===== src/source/i2c_bus_pkg.sv =====
`default_nettype none

package i2c_bus_pkg;

    typedef logic [6:0] i2c_addr_t;
    typedef logic [7:0] i2c_byte_t;

    // Position inside a nine bit frame, 0 to 8
    typedef logic [3:0] bit_count_t;

    // Broadcast from the framer to every channel
    typedef struct packed {
        logic      start;       // Start or repeated start
        logic      stop;
        logic      addr_valid;  // Address byte complete
        logic      wr_valid;    // Written data byte complete
        logic      rd_done;     // Read byte plus controller ack complete
        logic      rw;          // Direction bit of the last address
        i2c_byte_t data;
        logic      ctrl_ack;    // High when the controller acknowledged
    } bus_event_t;

endpackage

`default_nettype wire


===== src/source/target_map_pkg.sv =====
`default_nettype none

package target_map_pkg;

    // Byte wide pointer that each channel masks down to its REG_COUNT
    localparam int MAX_REG_COUNT = 256;

    typedef logic [$clog2(MAX_REG_COUNT)-1:0] reg_idx_t;

    typedef struct packed {
        logic                   selected;
        logic                   ack;      // Acknowledge the current byte
        i2c_bus_pkg::i2c_byte_t rd_data;  // Register at the pointer
    } chan_resp_t;

endpackage

`default_nettype wire


===== src/source/i2c_bus_framer.sv =====
`timescale 1ns/1ps
`default_nettype none

module i2c_bus_framer (
    input  wire logic                       vif,
    input  wire logic                       sda,
    input  wire logic                       scl,
    input  wire logic                       sdat,
    input  wire target_map_pkg::chan_resp_t resp,
    output i2c_bus_pkg::bus_event_t         bus_event,
    output logic                            sdat_low
);

    typedef enum logic [2:0] {
        ST_IDLE,
        ST_ADDR,
        ST_ACK,
        ST_WRITE,
        ST_READ,
        ST_IGNORE
    } state_t;

    state_t                  state;
    logic [1:0]              scl_sync;
    logic [1:0]              sdat_sync;
    logic                    scl_prev;
    logic                    sdat_prev;
    i2c_bus_pkg::bit_count_t bit_cnt;
    i2c_bus_pkg::i2c_byte_t  shift;
    i2c_bus_pkg::i2c_byte_t  shift_in;
    logic                    rw_q;

    logic scl_s;
    logic sdat_s;
    logic scl_rise;
    logic scl_fall;
    logic start_seen;
    logic stop_seen;

    assign scl_s      = scl_sync[1];
    assign sdat_s     = sdat_sync[1];
    assign scl_rise   = scl_s && !scl_prev;
    assign scl_fall   = !scl_s && scl_prev;
    assign start_seen = scl_s && scl_prev && !sdat_s && sdat_prev;
    assign stop_seen  = scl_s && scl_prev && sdat_s && !sdat_prev;
    assign shift_in   = {shift[6:0], sdat_s};  // MSB first

    // Idle bus reads high, so no false edge after reset
    always_ff @(posedge vif or negedge sda) begin
        if (!sda) begin
            scl_sync  <= 2'b11;
            sdat_sync <= 2'b11;
            scl_prev  <= 1'b1;
            sdat_prev <= 1'b1;
        end else begin
            scl_sync  <= {scl_sync[0], scl};
            sdat_sync <= {sdat_sync[0], sdat};
            scl_prev  <= scl_s;
            sdat_prev <= sdat_s;
        end
    end

    always_ff @(posedge vif or negedge sda) begin
        if (!sda) begin
            state     <= ST_IDLE;
            bit_cnt   <= '0;
            shift     <= '0;
            rw_q      <= 1'b0;
            sdat_low  <= 1'b0;
            bus_event <= '0;
        end else begin
            bus_event.start      <= 1'b0;
            bus_event.stop       <= 1'b0;
            bus_event.addr_valid <= 1'b0;
            bus_event.wr_valid   <= 1'b0;
            bus_event.rd_done    <= 1'b0;

            if (start_seen) begin
                state           <= ST_ADDR;
                bit_cnt         <= '0;
                sdat_low        <= 1'b0;
                bus_event.start <= 1'b1;
            end else if (stop_seen) begin
                state          <= ST_IDLE;
                sdat_low       <= 1'b0;
                bus_event.stop <= 1'b1;
            end else begin
                case (state)
                    ST_ADDR, ST_WRITE: begin
                        if (scl_fall) begin
                            sdat_low <= 1'b0;  // Drop the previous ack
                        end
                        if (scl_rise) begin
                            shift   <= shift_in;
                            bit_cnt <= bit_cnt + 4'd1;
                            if (bit_cnt == 4'd7) begin
                                bus_event.data <= shift_in;
                                state          <= ST_ACK;
                                if (state == ST_ADDR) begin
                                    bus_event.addr_valid <= 1'b1;
                                    bus_event.rw         <= sdat_s;
                                    rw_q                 <= sdat_s;
                                end else begin
                                    bus_event.wr_valid <= 1'b1;
                                end
                            end
                        end
                    end
                    ST_ACK: begin
                        // Pull low across the ninth clock
                        if (scl_fall) begin
                            sdat_low <= resp.selected && resp.ack;
                        end
                        if (scl_rise) begin
                            bit_cnt <= '0;
                            if (!sdat_low) begin
                                state <= ST_IGNORE;  // Nobody answered
                            end else if (rw_q) begin
                                state <= ST_READ;
                            end else begin
                                state <= ST_WRITE;
                            end
                        end
                    end
                    ST_READ: begin
                        if (scl_fall) begin
                            if (bit_cnt == 4'd8) begin
                                sdat_low <= 1'b0;  // Controller owns the ack bit
                            end else if (bit_cnt == 4'd0) begin
                                sdat_low <= !resp.rd_data[7];
                                shift    <= {resp.rd_data[6:0], 1'b0};
                            end else begin
                                sdat_low <= !shift[7];
                                shift    <= {shift[6:0], 1'b0};
                            end
                        end
                        if (scl_rise) begin
                            if (bit_cnt == 4'd8) begin
                                bit_cnt            <= '0;
                                bus_event.rd_done  <= 1'b1;
                                bus_event.ctrl_ack <= !sdat_s;
                                bus_event.data     <= resp.rd_data;
                                if (sdat_s) begin
                                    state <= ST_IGNORE;  // Not acknowledged
                                end
                            end else begin
                                bit_cnt <= bit_cnt + 4'd1;
                            end
                        end
                    end
                    ST_IGNORE: begin
                        sdat_low <= 1'b0;
                    end
                    default: begin
                        sdat_low <= 1'b0;
                    end
                endcase
            end
        end
    end

endmodule

`default_nettype wire


===== src/source/i2c_target_hub.sv =====
`timescale 1ns/1ps
`default_nettype none

module i2c_target_hub #(
    parameter int                     N_CHANNELS = 4,
    parameter i2c_bus_pkg::i2c_addr_t BASE_ADDR  = 7'h48,
    parameter int                     REG_COUNT  = 4
) (
    input  wire logic vif,
    input  wire logic sda,
    input  wire logic scl,
    input  wire logic sdat,
    output logic      sdat_low
);

    i2c_bus_pkg::bus_event_t    bus_event;
    target_map_pkg::chan_resp_t chan_resp [N_CHANNELS];
    target_map_pkg::chan_resp_t resp;

    i2c_bus_framer u_i2c_bus_framer (
        .vif       (vif),
        .sda       (sda),
        .scl       (scl),
        .sdat      (sdat),
        .resp      (resp),
        .bus_event (bus_event),
        .sdat_low  (sdat_low)
    );

    // Channel i answers BASE_ADDR + i
    for (genvar i = 0; i < N_CHANNELS; i++) begin : g_chan
        target_channel #(
            .CHAN_ADDR (i2c_bus_pkg::i2c_addr_t'(BASE_ADDR + i)),
            .REG_COUNT (REG_COUNT)
        ) u_target_channel (
            .vif       (vif),
            .sda       (sda),
            .bus_event (bus_event),
            .resp      (chan_resp[i])
        );
    end

    response_merge #(
        .N_CHANNELS (N_CHANNELS)
    ) u_response_merge (
        .vif       (vif),
        .sda       (sda),
        .chan_resp (chan_resp),
        .resp      (resp)
    );

endmodule

`default_nettype wire


===== src/source/response_merge.sv =====
`timescale 1ns/1ps
`default_nettype none

module response_merge #(
    parameter int N_CHANNELS = 4
) (
    input  wire logic                       vif,
    input  wire logic                       sda,
    input  wire target_map_pkg::chan_resp_t chan_resp [N_CHANNELS],
    output target_map_pkg::chan_resp_t      resp
);

    target_map_pkg::chan_resp_t picked;

    // Addresses are distinct, so a plain OR of the selected entries is enough
    always_comb begin
        picked = '0;
        for (int i = 0; i < N_CHANNELS; i++) begin
            if (chan_resp[i].selected) begin
                picked = picked | chan_resp[i];
            end
        end
    end

    always_ff @(posedge vif or negedge sda) begin
        if (!sda) begin
            resp <= '0;
        end else begin
            resp <= picked;  // All zero when nobody is selected
        end
    end

endmodule

`default_nettype wire


===== src/source/target_channel.sv =====
`timescale 1ns/1ps
`default_nettype none

module target_channel #(
    parameter i2c_bus_pkg::i2c_addr_t CHAN_ADDR = 7'h48,
    parameter int                     REG_COUNT = 4
) (
    input  wire logic                     vif,
    input  wire logic                     sda,
    input  wire i2c_bus_pkg::bus_event_t  bus_event,
    output target_map_pkg::chan_resp_t    resp
);

    localparam int IDX_W = (REG_COUNT > 1) ? $clog2(REG_COUNT) : 1;
    localparam target_map_pkg::reg_idx_t PTR_MASK =
        target_map_pkg::reg_idx_t'(REG_COUNT - 1);

    i2c_bus_pkg::i2c_byte_t   regs [REG_COUNT];
    target_map_pkg::reg_idx_t ptr;
    target_map_pkg::reg_idx_t ptr_next;
    target_map_pkg::reg_idx_t ptr_load;
    logic                     selected;
    logic                     ptr_pending;  // Next write byte is the pointer
    logic                     addr_match;

    assign addr_match = (bus_event.data[7:1] == CHAN_ADDR);
    assign ptr_next   = (ptr + target_map_pkg::reg_idx_t'(1)) & PTR_MASK;
    assign ptr_load   = target_map_pkg::reg_idx_t'(bus_event.data) & PTR_MASK;

    always_ff @(posedge vif or negedge sda) begin
        if (!sda) begin
            selected    <= 1'b0;
            ptr_pending <= 1'b0;
            ptr         <= '0;
            for (int i = 0; i < REG_COUNT; i++) begin
                regs[i] <= '0;
            end
        end else begin
            if (bus_event.start || bus_event.stop) begin
                selected    <= 1'b0;
                ptr_pending <= 1'b0;
            end else if (bus_event.addr_valid) begin
                selected    <= addr_match;
                ptr_pending <= addr_match && !bus_event.rw;
            end else if (selected) begin
                if (bus_event.wr_valid) begin
                    if (ptr_pending) begin
                        ptr         <= ptr_load;
                        ptr_pending <= 1'b0;
                    end else begin
                        regs[ptr[IDX_W-1:0]] <= bus_event.data;
                        ptr                  <= ptr_next;
                    end
                end
                // Advance only when the controller wants another byte
                if (bus_event.rd_done && bus_event.ctrl_ack) begin
                    ptr <= ptr_next;
                end
            end
        end
    end

    always_comb begin
        resp.selected = selected;
        resp.ack      = selected;  // Every byte of a selected transfer
        resp.rd_data  = regs[ptr[IDX_W-1:0]];
    end

endmodule

`default_nettype wire


===== config.mk =====
export PLATFORM = sky130hd
export DESIGN_NAME = i2c_target_hub
export DESIGN_NICKNAME = d
export VERILOG_FILES = /design/src/source/i2c_bus_pkg.sv /design/src/source/target_map_pkg.sv /design/src/source/i2c_bus_framer.sv /design/src/source/i2c_target_hub.sv /design/src/source/response_merge.sv /design/src/source/target_channel.sv
export SDC_FILE = /design/constraint.sdc
export NUM_CORES = 1
export LEC_CHECK = 0
export ABC_AREA = 0
export CAP_MARGIN = 15
export CORE_MARGIN = 3
export CORE_UTILIZATION = 40
export DETAILED_ROUTE_END_ITERATION = 12
export DONT_BUFFER_PORTS = 1
export PLACE_DENSITY = 0.64
export SKIP_LAST_GASP = 1
export SLEW_MARGIN = 0
export SYNTH_ARGS = -nofsm -noshare
export SYNTH_HDL_FRONTEND = slang
export SYNTH_SLANG_ARGS = --single-unit

===== constraint.sdc =====
create_clock -name vif -period 2.06 [get_ports vif]
set_input_delay 0.103 -clock vif [delete_from_list [all_inputs] [get_ports vif]]
set_output_delay 0.103 -clock vif [all_outputs]
set_load 0.05 [all_outputs]

==> reports/metrics.cfg <==
[run_status]
outcome=complete, but fails checks
violations=hold timing

[power_and_ir_drop]
p_leak_nw=4.669
p_seq_share_pct=49.7
clkPwrFrac_pct=42.1
worst_ir_drop_vdd_mv=0.5473
sw_frac_of_total_pct=24.86
power_frac_comb_pct=8.2
power_switching_mw=1.979
p_int_mw=5.982
p_per_area_nw_per_um2=809.8

[detailed_routing]
drtPass1Iterations=4
viasPerCell=5.583
drt_iter0_markers=524
route.detailed.drc=0
num_vias=5293
ant_nets=0
wl_um=18790
wl_per_cell_um=19.82

[cells_and_area]
areaGrowthSynthToFinish_pct=12.02
fin_area_um2=9831
diodes=0
nNetsFinal=682
drive_gt1_share_pct=33.14
post-route-util_pct=46.18

[place]
placed_area_um2=9198
dp.final_hpwl_um=12470
place.gp.congestion=0.8068
port_buffers=0

[worst_setup_path]
start_kind=register
path_max_fanout=8
critPathRequiredTime_ns=2.36
cp_data_arrival_time_ns=2.26
end_kind=register
path_class=reg -> reg

[global_route]
overflow=0
antenna_found_initial=0
grt_pass1_vias=5571
gr-usage-all-layers_pct=16.46
grt_pass1_wl_um=30630
grt_start_max_net_pins=191

[clock_tree]
cts.path.max_buffers=2
postCtsSetupRepairBufs=0
h-tree-depth=4
postCtsHoldBufs=2
cts.sinks=190
clock_latency_ns=0.43
clkSlewWorstSetupHoldPaths_ns=0.07
cts_buffers=17
clockRootBuffer=clkbuf_16
cts_tree=yes

[sta]
fmax_mhz=512.3
setup_violations=0
finalHoldViolCount=190
worst_pin_slew_ns=1.038
slew_violations=0
slew_headroom_pct=30.80
rsz0062_at_grt=yes
fin_crit_ns=1.952
hold_slack_ns=-0.6302
skew_ns=0.01196
setup_tns_ns=0
layout_worst_path_cycle_share_pct=94.76

[synthesis]
yosysTopAreaCell=dfrtp_1
synth_fp_nets=666
yosysWarningCount=0
syn_area_um2=8776
ys_types=51
synth_area_leaders=dfrtp_1 (52%), mux2_2 (12%), mux4_2 (8.2%)
yosysSeqAreaShare_pct=54.26
syn_inst=644
yosysMostFrequentCell=dfrtp_1
async_reset_ff_share_pct=100.0
yosys_register_bits=190
synthDominantCellAreaShare_pct=52.47
syn_area_per_cell_um2=13.63
ys.flop_type=dfrtp_1
synth_edf_count=0
yosys-top-cells-count=dfrtp_1 (184), mux2_2 (96), nand2_1 (53), mux2_1 (34), mux4_2 (32)

[worst_hold_path]
hp-class=in -> async

[floorplan]
die_area_um2=23750
start_util_pct=41.23
ios=5
core-area_um2=21290
row_count=53
die_x_um=154.1
die_h_um=154.1

[run]
drv_cap=0

==> final timing paths <==
| check | depth (start not counted) | slack [ns] | to | startpoint |
|---|---|---|---|---|
| max in group asynchronous | 0 | 2.19 | u_i2c_bus_framer.bus_event[2]$_DFFE_PN0P_ | sda |
| min reg2reg | 0 | 0.36 | u_i2c_bus_framer.scl_sync[1]$_DFF_PN1_ | u_i2c_bus_framer.scl_sync[0]$_DFF_PN1_ |
| min in group vif | 1 | 0.23 | u_i2c_bus_framer.scl_sync[0]$_DFF_PN1_ | scl |
| max | 6 | 0.11 | g_chan[1].u_target_channel.regs[28]$_DFFE_PN0P_ | u_i2c_bus_framer.bus_event[13]$_DFF_PN0_ |
| min | 0 | -0.63 | u_i2c_bus_framer.state[2]$_DFFE_PN0P_ | sda |
| max reg2reg | 6 | 0.11 | g_chan[1].u_target_channel.regs[28]$_DFFE_PN0P_ | u_i2c_bus_framer.bus_event[13]$_DFF_PN0_ |
==> worst max-delay path, stage by stage, from the launching register on <==
cell and delay, ns:
dfrtp_1 0.38, nor2_1 0.18, nand3b_1 0.28, nor3b_2 0.29
buf_4 0.18, nand2_2 0.17, mux2_1 0.36
==> layer usage <==
metal / up-vias / global-route usage (%) / share of wire (%)
li1: 2397 / - / -
met1: 2789 / 22.33 / 45
met4: 0 / 5.046 / 1.9
met3: 20 / 3.152 / 3.4
met5: - / 0 / 0
met2: 87 / 27.00 / 50
==> placed cells by master (no fill, tap or decap), types with 4 or more instances in the layout <==
master	n
dfrtp_1	184
mux2_2	96
nand2_1	53
mux2_1	34
mux4_2	32
buf_4	30
a22oi_1	25
o21ai_0	18
ha_1	18
clkbuf_16	17
nand2_2	16
mux2i_1	15
inv_1	13
nor2_1	12
o21ai_1	12
nor2b_1	7
nand3_1	6
dfstp_2	6
nor3_1	5
a32o_1	5
nor3b_2	4
inv_6	4
inv_8	4
==> logic make-up after synthesis <==
logic type                 Yosys count  share of synthesized area [%]
AOI/OAI and AO/OA                   81                          6.345
xor gates and xnor gates             1                        0.09982
adders and majority gates           18                          2.566
buffers and inverters               48                          2.238
DFF                                190                          54.26
muxes                              177                          26.60
and+or+nand+nor                    129                          7.884
==> power by group through the flow <==
stage / clock, mW / combinational (mW) / sequential (mW)
floorplan: 0 / 0.489 / 4.00
global placement: 0 / 0.620 / 4.02
detailed placement: 0 / 0.645 / 4.02
CTS: 3.43 / 0.647 / 3.96
global route: 3.61 / 0.719 / 3.97
finish: 3.35 / 0.650 / 3.96
==> what timing repair did <==
item	4_1_cts	5_1_grt
endpoints found under the hold margin	192	190
gates resized for setup	0	2
endpoints found under the setup margin	0	13
==> metrics by stage <==
| stage | setup slack (ns) | total power [mW] | hold WS [ns] | std cells |
|---|---|---|---|---|
| after detailed placement | 0.08874 | 4.669 | -0.1877 | 914 |
| final | 0.1079 | 7.961 | -0.6302 | 948 |
| after floorplan | 0.2322 | 4.489 | -0.1926 | 644 |
| after global placement | 0.1419 | 4.641 | -0.1878 | 914 |
| after CTS | 0.08411 | 8.031 | -0.6439 | 948 |
| after global routing | 0.004897 | 8.298 | -0.6517 | 948 |
==> registers in the layout, summed over array words and instances (netlist names) <==
| name | flops |
|---|---|
| g_chan.u_target_channel.regs | 128 |
| u_i2c_bus_framer.bus_event | 15 |
| u_response_merge.resp | 9 |
| g_chan.u_target_channel.ptr | 8 |
| u_i2c_bus_framer.shift | 8 |
| g_chan.u_target_channel.ptr_pending | 4 |
| g_chan.u_target_channel.selected | 4 |
| u_i2c_bus_framer.bit_cnt | 4 |
| u_i2c_bus_framer.state | 3 |
| u_i2c_bus_framer.scl_sync | 2 |
| u_i2c_bus_framer.sdat_sync | 2 |
| u_i2c_bus_framer.scl_prev | 1 |
| u_i2c_bus_framer.sdat_low | 1 |
| u_i2c_bus_framer.sdat_prev | 1 |
==> area by class of cell <==
cell class	instances	area [um2]
sequential	190	4762
clock buffer	17	425.4
inverter	13	48.80
fill	1849	11460
clock inverter	15	176.4
timing repair buffer	32	245.2
tap	275	344.1
multi-input combinational	406	3829
Power figures use the tool's default switching activity.
